[src/rtl/aprPkg.sv]
// KS-10 arithmetic processor status device types shared across the design
`default_nettype none

package aprPkg;

   ////////////////////////////////////////////////////////////
   // Data path
   ////////////////////////////////////////////////////////////

   // 36-bit word in PDP-10 order
   // Bit 0 is the most significant bit
   typedef logic [0:35] dataPath_t;

   ////////////////////////////////////////////////////////////
   // Microword subset
   ////////////////////////////////////////////////////////////

   // Special-function selects
   // Only the two APR selects matter to this device
   typedef enum logic [2:0]
   {
      specNone     = 3'd0,
      specLoadApr  = 3'd1,
      specAprFlags = 3'd2,
      specLoadPi   = 3'd3,
      specMemClr   = 3'd4
   } specSel_t;

   // Fields of the control word seen by the APR
   typedef struct packed
   {
      // Special field enabled
      logic     specEn;
      // Which special function
      specSel_t specSel;
   } cromWord_t;

   ////////////////////////////////////////////////////////////
   // APR state
   ////////////////////////////////////////////////////////////

   // Processor flags, data path bits 24 to 31
   typedef logic [24:31] aprFlagBits_t;

   // Enable register as laid out on data path bits 22 to 35
   typedef struct packed
   {
      logic         trapEn;
      logic         pageEn;
      aprFlagBits_t flagEn;
      logic         swInt;
      logic [2:0]   piLevel;
   } aprEnable_t;

   // Status word, bits 22 to 35
   typedef struct packed
   {
      logic         trapEn;
      logic         pageEn;
      aprFlagBits_t flags;
      logic         intReq;
      // Always reads as ones
      logic [2:0]   ones;
   } aprStatus_t;

   // Request lines to the PI system, level 1 first
   typedef logic [1:7] piReq_t;

endpackage

`default_nettype wire
[src/rtl/aprDevice.sv]
// APR device top level joining the flag and enable registers to the request logic
`timescale 1ns/10ps
`default_nettype none

module aprDevice
   import aprPkg::*;
(
   input  logic       clk,
   input  logic       rst,
   input  logic       clken,
   input  cromWord_t  crom,
   input  dataPath_t  dp,
   input  logic       nxmIntr,
   input  logic       ks10Intr,
   output aprStatus_t aprFlags,
   output piReq_t     aprIntr
);

   // Register state feeding the request block
   aprFlagBits_t flags;
   aprEnable_t   enables;

   ////////////////////////////////////////////////////////////
   // Registers
   ////////////////////////////////////////////////////////////

   aprFlagRegs flagRegs
   (
      .clk      (clk),
      .rst      (rst),
      .clken    (clken),
      .crom     (crom),
      .dp       (dp),
      .nxmIntr  (nxmIntr),
      .ks10Intr (ks10Intr),
      .flags    (flags)
   );

   aprEnableReg enableReg
   (
      .clk     (clk),
      .rst     (rst),
      .clken   (clken),
      .crom    (crom),
      .dp      (dp),
      .enables (enables)
   );

   ////////////////////////////////////////////////////////////
   // Request and status
   ////////////////////////////////////////////////////////////

   // Combinational, outputs follow register state directly
   aprIntrReq intrReq
   (
      .flags    (flags),
      .enables  (enables),
      .aprFlags (aprFlags),
      .aprIntr  (aprIntr)
   );

endmodule

`default_nettype wire

[src/rtl/aprIntrReq.sv]
// APR interrupt request logic that masks flags, decodes the PI level and builds the status word
`timescale 1ns/10ps
`default_nettype none

module aprIntrReq
   import aprPkg::*;
(
   input  aprFlagBits_t flags,
   input  aprEnable_t   enables,
   output aprStatus_t   aprFlags,
   output piReq_t       aprIntr
);

   ////////////////////////////////////////////////////////////
   // Interrupt mask
   ////////////////////////////////////////////////////////////

   logic         intReq;
   aprFlagBits_t maskedFlags;

   // Only enabled flags can raise a request
   assign maskedFlags = flags & enables.flagEn;

   // Software interrupt requests regardless of the flags
   assign intReq = (|maskedFlags) || enables.swInt;

   ////////////////////////////////////////////////////////////
   // Level decode
   ////////////////////////////////////////////////////////////

   // One-hot onto the seven PI lines
   always_comb
   begin
      aprIntr = '0;
      if (intReq)
      begin
         case (enables.piLevel)
            3'd1:    aprIntr = 7'b1000000;
            3'd2:    aprIntr = 7'b0100000;
            3'd3:    aprIntr = 7'b0010000;
            3'd4:    aprIntr = 7'b0001000;
            3'd5:    aprIntr = 7'b0000100;
            3'd6:    aprIntr = 7'b0000010;
            3'd7:    aprIntr = 7'b0000001;
            // Level zero disables the request lines
            default: aprIntr = 7'b0000000;
         endcase
      end
   end

   ////////////////////////////////////////////////////////////
   // Status word
   ////////////////////////////////////////////////////////////

   always_comb
   begin
      aprFlags.trapEn = enables.trapEn;
      aprFlags.pageEn = enables.pageEn;
      // Raw flags, not the masked ones
      aprFlags.flags  = flags;
      aprFlags.intReq = intReq;
      // Bits 33 to 35 read back as ones
      aprFlags.ones   = 3'b111;
   end

endmodule

`default_nettype wire

[src/rtl/aprEnableReg.sv]
// APR enable register loaded by microcode from data path bits 22 to 35
`timescale 1ns/10ps
`default_nettype none

module aprEnableReg
   import aprPkg::*;
(
   input  logic       clk,
   input  logic       rst,
   input  logic       clken,
   input  cromWord_t  crom,
   input  dataPath_t  dp,
   output aprEnable_t enables
);

   ////////////////////////////////////////////////////////////
   // Microcode decode
   ////////////////////////////////////////////////////////////

   logic       loadApr;
   aprEnable_t dpFields;

   // Write qualifier for the LOAD APR select
   assign loadApr = clken && crom.specEn && (crom.specSel == specLoadApr);

   // Field split of the big-endian data path word
   always_comb
   begin
      dpFields.trapEn  = dp[22];
      dpFields.pageEn  = dp[23];
      // Per-flag interrupt enables line up with flags 24 to 31
      dpFields.flagEn  = dp[24:31];
      dpFields.swInt   = dp[32];
      // Level 1 is the highest priority, 0 means no request
      dpFields.piLevel = dp[33:35];
   end

   ////////////////////////////////////////////////////////////
   // Enable register
   ////////////////////////////////////////////////////////////

   always_ff @(posedge clk or posedge rst)
   begin
      if (rst)
      begin
         enables <= '0;
      end
      else if (loadApr)
      begin
         enables <= dpFields;
      end
   end

endmodule

`default_nettype wire

[src/rtl/aprFlagRegs.sv]
// APR flag register holding the eight processor flags with microcode load and hardware set
`timescale 1ns/10ps
`default_nettype none

module aprFlagRegs
   import aprPkg::*;
(
   input  logic         clk,
   input  logic         rst,
   input  logic         clken,
   input  cromWord_t    crom,
   input  dataPath_t    dp,
   input  logic         nxmIntr,
   input  logic         ks10Intr,
   output aprFlagBits_t flags
);

   ////////////////////////////////////////////////////////////
   // Microcode decode
   ////////////////////////////////////////////////////////////

   logic         loadFlags;
   aprFlagBits_t flagsNext;

   // Write qualifier for the APR flags select
   assign loadFlags = clken && crom.specEn && (crom.specSel == specAprFlags);

   ////////////////////////////////////////////////////////////
   // Flag update
   ////////////////////////////////////////////////////////////

   // Flag assignments
   //   24  software interrupt, microcode only
   //   25  interrupt to the console, microcode only
   //   26  power fail, source not implemented
   //   27  non-existent memory, hardware set
   //   28  uncorrectable memory error, source not implemented
   //   29  correctable memory error, source not implemented
   //   30  interval timer, managed by microcode
   //   31  console interrupt request, hardware set
   //
   // Unimplemented sources leave their flags software-writable only

   always_comb
   begin
      flagsNext = flags;

      // Microcode load of all eight flags
      if (loadFlags)
      begin
         flagsNext = dp[24:31];
      end

      // Hardware sets are sticky and win over the load
      if (nxmIntr)
      begin
         flagsNext[27] = 1'b1;
      end

      if (ks10Intr)
      begin
         flagsNext[31] = 1'b1;
      end
   end

   // Hardware sets do not wait for clken
   always_ff @(posedge clk or posedge rst)
   begin
      if (rst)
      begin
         flags <= '0;
      end
      else
      begin
         flags <= flagsNext;
      end
   end

endmodule

`default_nettype wire

[config.mk]
export PLATFORM = sky130hd
export DESIGN_NAME = aprDevice
export DESIGN_NICKNAME = d
export VERILOG_FILES = /design/src/rtl/aprPkg.sv /design/src/rtl/aprDevice.sv /design/src/rtl/aprIntrReq.sv /design/src/rtl/aprEnableReg.sv /design/src/rtl/aprFlagRegs.sv
export SDC_FILE = /design/constraint.sdc
export NUM_CORES = 1
export LEC_CHECK = 0
export BUFFER_PORTS_ARGS = -buffer_cell sky130_fd_sc_hd__clkbuf_2
export CORE_UTILIZATION = 33
export DETAILED_ROUTE_END_ITERATION = 10
export PLACE_DENSITY = 0.61
export SLEW_MARGIN = 20
export SYNTH_ARGS = -nofsm -noshare
export SYNTH_HDL_FRONTEND = slang
export SYNTH_HIERARCHICAL = 1
export SYNTH_SLANG_ARGS = --single-unit
export TNS_END_PERCENT = 10
[constraint.sdc]
create_clock -name clk -period 4.7 [get_ports clk]
set_input_delay 1.175 -clock clk [delete_from_list [all_inputs] [get_ports clk]]
set_output_delay 1.175 -clock clk [all_outputs]
set_load 0.05 [all_outputs]
After elaboration in Yosys (flattened, before gate mapping)
Cells that the tools add are included.
{"block": "classes", "n_eq_ne": 9, "n_mux": 5, "n_bitwise": 1, "reduce_logical": 7}
{"operator": "7-bit one-hot mux with 7 select lines", "count": 1}
{"operator": "3-bit equality test (second input constant)", "count": 4}
{"operator": "3-bit by 2-bit equality test with 1-bit output (second input constant)", "count": 3}
{"operator": "8-bit AND", "count": 1}
{"operator": "8-bit OR reduction", "count": 1}
{"operator": "7-bit 2-to-1 mux", "count": 1}
{"operator": "3-bit by 1-bit equality test with 1-bit output (second input constant)", "count": 2}
{"operator": "5-bit 2-to-1 mux", "count": 1}
{"operator": "2-bit nonzero test", "count": 2}
{"operator": "1-bit logical AND", "count": 3}
{"operator": "1-bit 2-to-1 mux", "count": 2}
{"operator": "1-bit logical OR", "count": 1}
{"block": "totals", "regBits": 22, "in_bits": 45, "output_inout_bits": 21, "elab_cells": 30}

Logic depth before layout (Yosys ltp)
Gate-level depths: netlist of the first run.
{"block": "logic_depth", "depth_word": 4, "mapped_depth": 4, "mapped_depth_nobuf": 3}

Hierarchy
The synthesis of the first run kept the hierarchy.
{"module": "aprEnableReg", "n_inst": 1, "cells_per_inst": 32, "area_each_um2": 588.1, "seq_area_each_um2": 350.3}
{"module": "aprFlagRegs", "n_inst": 1, "cells_per_inst": 23, "area_each_um2": 334.1, "seq_area_each_um2": 200.2}
{"module": "aprIntrReq", "n_inst": 1, "cells_per_inst": 28, "area_each_um2": 220.2, "seq_area_each_um2": 0.0}

Worst setup path before layout of the first run
OpenSTA, ideal clock, no wires.
{"block": "synth_path", "path_kind": "flip-flop to output port", "from": "register flagRegs.flags[2]", "to": "output port aprIntr[6]", "t_arrival_ns": 2.146, "t_required_ns": 3.525, "setup_slack_ns": 1.379, "path_stages_with_launch": 4, "n_path_buf": 0, "cell_sequence": "dfrtp_1 > a222oi_1 > nand4_2 > nor4bb_1"}
{"block": "synth_between", "elab_chain_cells": 4}
{"item": "start, declared", "line_no": "aprFlagRegs.sv:15", "text": "output aprFlagBits_t flags"}
{"item": "start signal, assigned", "line_no": "aprFlagRegs.sv:75", "text": "flags <= flagsNext;"}
{"item": "8-bit AND", "line_no": "aprIntrReq.sv:22", "text": "assign maskedFlags = flags & enables.flagEn;"}
{"item": "8-bit OR reduction", "line_no": "aprIntrReq.sv:25", "text": "assign intReq = (|maskedFlags) || enables.swInt;"}
{"item": "1-bit logical OR", "line_no": "aprIntrReq.sv:25"}
{"item": "net intrReq.intReq", "line_no": "aprIntrReq.sv:18", "text": "logic intReq;"}
{"item": "7-bit 2-to-1 mux", "line_no": "aprIntrReq.sv:35", "text": "if (intReq)"}
{"item": "end, declared", "line_no": "aprDevice.sv:16", "text": "output piReq_t aprIntr"}
The timed path passes the listed nets, and every way through them passes these cells.

Final worst setup path of the first run
{"block": "layout_path", "from": "register flagRegs.flags[2]", "to": "output port aprIntr[0]"}
{"block": "layout_between", "elab_chain_cells": 4}
{"item": "8-bit AND", "line_no": "aprIntrReq.sv:22"}
{"item": "8-bit OR reduction", "line_no": "aprIntrReq.sv:25"}
{"item": "1-bit logical OR", "line_no": "aprIntrReq.sv:25"}
{"item": "7-bit 2-to-1 mux", "line_no": "aprIntrReq.sv:35"}
No other way between the ends.

==> summary.txt, run 1 <==
Outcome
  – Outcome: finished clean

Route
  – DRC viols: 0
  – WL/cell: around 12 um
  – Antenna-violating nets left: 0
  – First DRT Iteration DRCs: 10
  – Via density: approximately 4.5
  – Initial DRT Pass Iterations: 4
  – Vias: roughly 710
  – Drt total wl: 1.912 mm

Setup path
  – Family with the most delay on the worst path: simple AND/OR/NAND/NOR gates
  – Arrival @ worst endpoint: around 1900 ps
  – Crit start category: flop
  – Crit Path Category: reg -> out
  – Critical-path top delay cell: dfrtp_1
  – Worst endpoint required time: 3520 ps
  – Largest fanout on the critical path: 8
  – Worst path max stage delay: 410 ps
  – CP Cell Sequence: a222oi_1 -> nand4_2 -> and4_1 -> clkbuf_2
  – CP bufs+invs: 1
  – Crit. End Element: output pin

STA
  – Final hold vios: 0
  – Worst relative slew slack: 0.6406
  – RSZ-0062 raised after global routing: false
  – TNS Setup: 0 ps
  – Setup violations, final: 0
  – Final min period: 3058 ps
  – Fin crit share: 0.6507
  – Fmax: ~330 MHz
  – Slew Viols, Final: 0
  – Final Skew: 0 ps
  – Slew @ Worst Pin: around 540 ps

Cells and area
  – Area Growth Syn to Fin: 15.99%
  – Final Core Density: 0.4169
  – Share of layout cells above drive strength 1: 0.6053
  – Commonest non-fill, non-tap cell in the layout: clkbuf_2
  – Commonest non-fill, non-tap cells in the layout: clkbuf_2, dfrtp_1, mux2_4, mux2_2, nor2_1
  – Final nets: 160
  – Ant. Diodes: 0

Yosys
  – Yosys reg bits: 22
  – Syn_area_per_cell: about 14 um2
  – Synthesized area: 0.001142 mm2
  – Synth Instances: between 80 and 90
  – Seq/Total Area, Yosys: 0.4819
  – Top cell type by total area after synthesis: dfrtp_1
  – Synth unique cells: 19
  – Yosys warning count: 6
  – Ranking of synthesized cells by area: dfrtp_1, mux2_4, mux2_2
  – Top cell type's share of synthesized area: 0.4819

Placed design
  – IO buf count: 40
  – Placer congestion estimate: between 0.6 and 0.7
  – HPWL Detailed: 1.500 mm

CTS
  – Max Root-Sink Buffers: 2
  – Clock Latency Late Sink: 300 ps
  – PostCTS Resize Cnt: 0
  – H-tree depth: 1
  – # hold bufs at CTS: 0
  – Clk pin slew, worst setup/hold paths: roughly 120 ps
  – CTS tree: built
  – Root Driver: clkbuf_4
  – CTS Buf Count: 3
  – Postcts setup bufs: 0
  – Clk sinks: 22

Floorplanning
  – Die X: 60.84 um
  – Ports: between 60 and 70
  – Initial core utilization: 0.3594
  – CORE AREA: between 0.003 and 0.004 mm2
  – Placement Rows: 20
  – Die height: around 61 um
  – Die area: between 0.003 and 0.004 mm2

Job
  – MaxCap Viol Count: 0

Global routing
  – All-Layer GR Usage: 0.1188
  – Initial antenna violation count: 0
  – Largest net degree at the start of global routing: 15
  – Grt total ovfl: 0
  – First-pass GRT wire length: 3.160 mm
  – Vias in the first global route: slightly below 700

Hold path
  – Min-Delay Path Class: reg -> reg

Power
  – Leakage power: about 0.7 nW
  – VDD IR max: ~0.25 mV
  – Pwr dens: 448.2 mW/mm2
==> routing by layer <==
| layer | GRT usage | wire length [um] | up-vias |
|---|---|---|---|
| met5 | 0 | 0 | - |
| met4 | 0.01948 | 0 | 0 |
| met3 | 0.05117 | 142 | 0 |
| met2 | 0.1915 | 917 | 29 |
| met1 | 0.1513 | 852 | 335 |
| li1 | - | - | 347 |
==> cells in the mapped netlist <==
library cell  count
buf_4            14
and4_1            1
and4b_1           3
buf_6             1
and3_1            1
a21oi_1           1
mux2_2           10
a22oi_1           2
nor4bb_1          2
nor2_1            5
dfrtp_1          22
mux2i_1           2
nand4_4           2
conb_1            1
nand4_2           1
nor2_2            2
a222oi_1          1
mux2_4           10
inv_1             2
==> flip-flops by register name, summed over array words and instances (netlist names) <==
register           flops
enableReg/enables     14
flagRegs/flags         8
==> worst paths after layout <==
check,to,from,slack [ps],cells after the start
hold reg to reg,enableReg/enables[13],enableReg/enables[13],520,1
hold / removal,enableReg/enables[13],enableReg/enables[13],520,1
setup / recovery,aprIntr[0],flagRegs/flags[2],1640,4
min in group asynchronous,flagRegs/flags[2],rst,800,2
setup reg to reg,enableReg/enables[0],enableReg/enables[0],3850,1
max in group asynchronous,enableReg/enables[9],rst,3460,2
==> report_power, final <==
group	leakage [nW]	switching, mW	internal (mW)	total, mW
combinational	0.418	0.150	0.0816	0.232
sequential	0.263	0.0318	0.229	0.261
clock	0.0210	0.0539	0.0473	0.101
==> cell type report <==
| class | count | area, um2 |
|---|---|---|
| clock buffers | 4 | 36.28 |
| fillers | 312 | 1853 |
| inverters | 2 | 7.507 |
| multi-input cells | 46 | 475.5 |
| flip-flops and latches | 22 | 550.5 |
| well taps | 44 | 55.05 |
| repair buffers | 40 | 200.2 |
==> metrics by stage <==
| step | power, mW | instances | setup WS, ps | area (um2) | hold WS (ps) |
|---|---|---|---|---|---|
| 6_report | 0.5939 | 158 | 1642 | 1325 | 518.2 |
| 5_1_grt | 0.6296 | 158 | 1534 | 1325 | 532.9 |
| 4_1_cts | 0.6025 | 158 | 1604 | 1325 | 524.9 |
| 3_5_place_dp | 0.4989 | 154 | 1968 | 1289 | 497.6 |
| 3_3_place_gp | 0.4940 | 154 | 1992 | 1289 | 492.6 |
| 2_1_floorplan | 0.4721 | 85 | 1379 | 1150 | 479.7 |
==> cell families after synthesis <==
kind of cell / after synthesis / share of synthesized area
multiplexers: 22 / 0.2475
flip-flops: 22 / 0.4819
AND/OR/NAND/NOR: 17 / 0.1325
buffers and inverters: 17 / 0.1084
AO/OA/AOI/OAI: 4 / 0.02628
other: 1 / 0.003283
Note: power is estimated with default switching activity, not from simulation.
==> run 2, diff against run 1 <==
- ABC_AREA: unset -> 1
- PLACE_DENSITY: 0.61 -> 0.6
- clock period: 4.7 -> 3 ns (I/O delays scaled with it)
==> run 2 against run 1 <==
Net effect:
- die area grew 11%
- via count rose by 43%
- first-iteration DRC count grew to 2.7 times the previous value
- clock-buffer cell count did not move
- highest routed layer is now met4
==> summary.txt, run 2 <==
CTS
  – Clock Latency Late Sink: 260 ps
  – Clk pin slew, worst setup/hold paths: roughly 80 ps
  – Postcts setup bufs: 0
  – Clk sinks: 22
  – PostCTS Resize Cnt: 0
  – Max Root-Sink Buffers: 2
  – Root Driver: clkbuf_8
  – # hold bufs at CTS: 0
  – CTS tree: built
  – CTS Buf Count: 3
  – H-tree depth: 1

Yosys
  – Async set-reset flop share out of synthesis: 1.000
  – Post-synthesis mux area share: 0
  – Ranking of synthesized cells by area: dfrtp_1, nand2_1, nand3_1
  – Seq/Total Area, Yosys: 0.4339
  – Yosys reg bits: 22
  – Syn_area_per_cell: between 7 and 8 um2
  – Adder-Cell Fraction of Synth Area: 0
  – Number of flops mapped to enable cells by yosys: 0
  – Xor/xnor share of the synthesized area: 0
  – Simple-Gate Fraction of Synth Area: 0.4034
  – Top cell type by total area after synthesis: dfrtp_1
  – Synth Instances: between 150 and 200
  – Commonest cells post-synth: nand2_1, nand3_1, dfrtp_1, inv_1, buf_4
  – Most used DFF post-synth: dfrtp_1
  – Most frequent cell after synthesis: nand2_1
  – Post-synthesis compound-gate area fraction: 0
  – Main combinational cell family by area after synthesis: simple AND/OR/NAND/NOR gates
  – Top cell type's share of synthesized area: 0.4339
  – Yosys warning count: 6
  – Synth unique cells: 14
  – Synthesized area: approximately 0.0013 mm2

Floorplanning
  – Placement Rows: 22
  – Die height: ~64 um
  – Initial core utilization: 0.3465
  – CORE AREA: 0.003661 mm2
  – Ports: between 60 and 70
  – Die area: just over 0.004 mm2
  – Die X: about 64 um

Route
  – Vias: roughly 1000
  – WL/cell: ~11 um
  – Via density: between 4 and 5
  – Antenna-violating nets left: 0
  – DRC viols: 0
  – Initial DRT Pass Iterations: 4
  – First DRT Iteration DRCs: 27
  – Drt total wl: ~2.6 mm

Cells and area
  – Share of layout cells above drive strength 1: 0.3089
  – Largest registers: enableReg/enables x14, flagRegs/flags x8
  – Reg with most FFs: enableReg/enables
  – Fill cells: about 400
  – Ant. Diodes: 0
  – Commonest non-fill, non-tap cells in the layout: nand2_1, clkbuf_2, nand3_1
  – Final nets: 237
  – Area Growth Syn to Fin: 15.09%
  – Commonest non-fill, non-tap cell in the layout: nand2_1
  – Number of flip-flops in the largest register: 14

Setup path
  – Crit Path Category: reg -> out
  – Path depth of the worst reg2reg path: 2
  – Largest fanout on the critical path: 8
  – R2r startpoint: enableReg/enables[0]
  – Reg-to-Reg End: enableReg/enables[0]
  – Worst endpoint required time: 2250 ps
  – Crit start category: flop
  – Setup slack, reg-to-reg: 2330 ps
  – Crit. End Element: output pin
  – Arrival @ worst endpoint: roughly 1400 ps

STA
  – Slew @ Worst Pin: between 500 and 600 ps
  – Slew Viols, Final: 0
  – Fmax: between 400 and 500 MHz
  – RSZ-0062 raised after global routing: false
  – Worst relative slew slack: 0.6297
  – Setup violations, final: 0
  – Fin worst setup slack: ~850 ps
  – Final hold vios: 0
  – Final min period: 2154 ps
  – Fin crit share: 0.7181
  – Final Skew: 0 ps
  – TNS Setup: 0 ps

Global routing
  – All-Layer GR Usage: 0.1449
  – Largest net degree at the start of global routing: 16
  – Initial antenna violation count: 0
  – Grt total ovfl: 0
  – First-pass GRT wire length: 4.505 mm
  – Vias in the first global route: roughly 1000

Power
  – Total power: between 0.9 and 1 mW
  – Leakage power: between 0.8 and 0.9 nW
  – Pwr dens: 662.7 mW/mm2
  – VDD IR max: 0.1448 mV

Job
  – MaxCap Viol Count: 0

Placed design
  – Pre-CTS setup slack: about 1100 ps
  – Placer congestion estimate: 0.7187
  – HPWL Detailed: 1.875 mm
  – IO buf count: 40

Hold path
  – Min-Delay Path Class: in -> async

Outcome
  – Outcome: finished clean
==> run 2: changes by cell type after synthesis, sizes merged, moves of 2 or more <==
cell / previous run / this run
buf: 15 / 17
a22oi: 2 / 0
nand2: 0 / 65
nand3: 0 / 25
inv: 2 / 19
nor3: 0 / 7
and4b: 3 / 0
mux2: 20 / 0
nand4: 3 / 0
nor4bb: 2 / 0
mux2i: 2 / 0
==> run 2: through the flow <==
step	cells	utilization	hold WS (ps)	cell area, um2
after global placement	235	0.3838	453.1	1405
after detailed placement	235	0.3838	458.1	1405
after global routing	239	0.3988	456.2	1460
after floorplan	164	-	441.7	1276
final	239	0.3988	425.2	1460
after CTS	239	0.3988	436.4	1460
==> run 2: kinds of logic after synthesis <==
group | Yosys count
DFF | 22
other | 1
and+or+nand+nor | 103
buffers and inverters | 36
==> run 2: worst max-delay path: stages, from the launching register on <==
cell and delay (ps):
dfrtp_1 410, nand2_1 80, nand2_1 90, nor2_4 100, nand3_4 120, nand2_1 80
inv_1 40, clkbuf_2 220
==> run 2: how the worst max path moves through the flow <==
stage / startpoint / end / slack, ps / depth (start not counted)
final: flagRegs/flags[2] / aprIntr[5] / 850 / 7
after global placement: flagRegs/flags[7] / aprIntr[2] / 1130 / 7
after global routing: flagRegs/flags[2] / aprIntr[5] / 730 / 7
after detailed placement: flagRegs/flags[7] / aprIntr[5] / 1120 / 7
after CTS: flagRegs/flags[7] / aprIntr[5] / 820 / 7
after floorplan: flagRegs/flags[2] / aprIntr[5] / 1270 / 6
==> run 2: routing by layer <==
metal	global-route usage	wire [um]	vias up
met1	0.1926	1181	445
met2	0.2340	1216	31
li1	-	-	540
met5	0	0	-
met4	0.05966	29	0
met3	0.02143	130	2
==> run 2: area by class of cell <==
cell class	instances	area (um2)	share of cell area
clock buffer	4	55.05	0.03770
inverter	19	71.32	0.04884
multi-input combinational	106	523.0	0.3582
sequential	22	550.5	0.3770
tap	48	60.06	0.04113
timing repair buffer	40	200.2	0.1371
==> run 2: where the power goes <==
part	total [mW]	internal (mW)	leakage [nW]	switching, mW
clock network	0.213	0.117	0.0288	0.0957
registers	0.394	0.352	0.272	0.0419
logic	0.361	0.0907	0.581	0.271
total	0.968	0.559	0.882	0.408
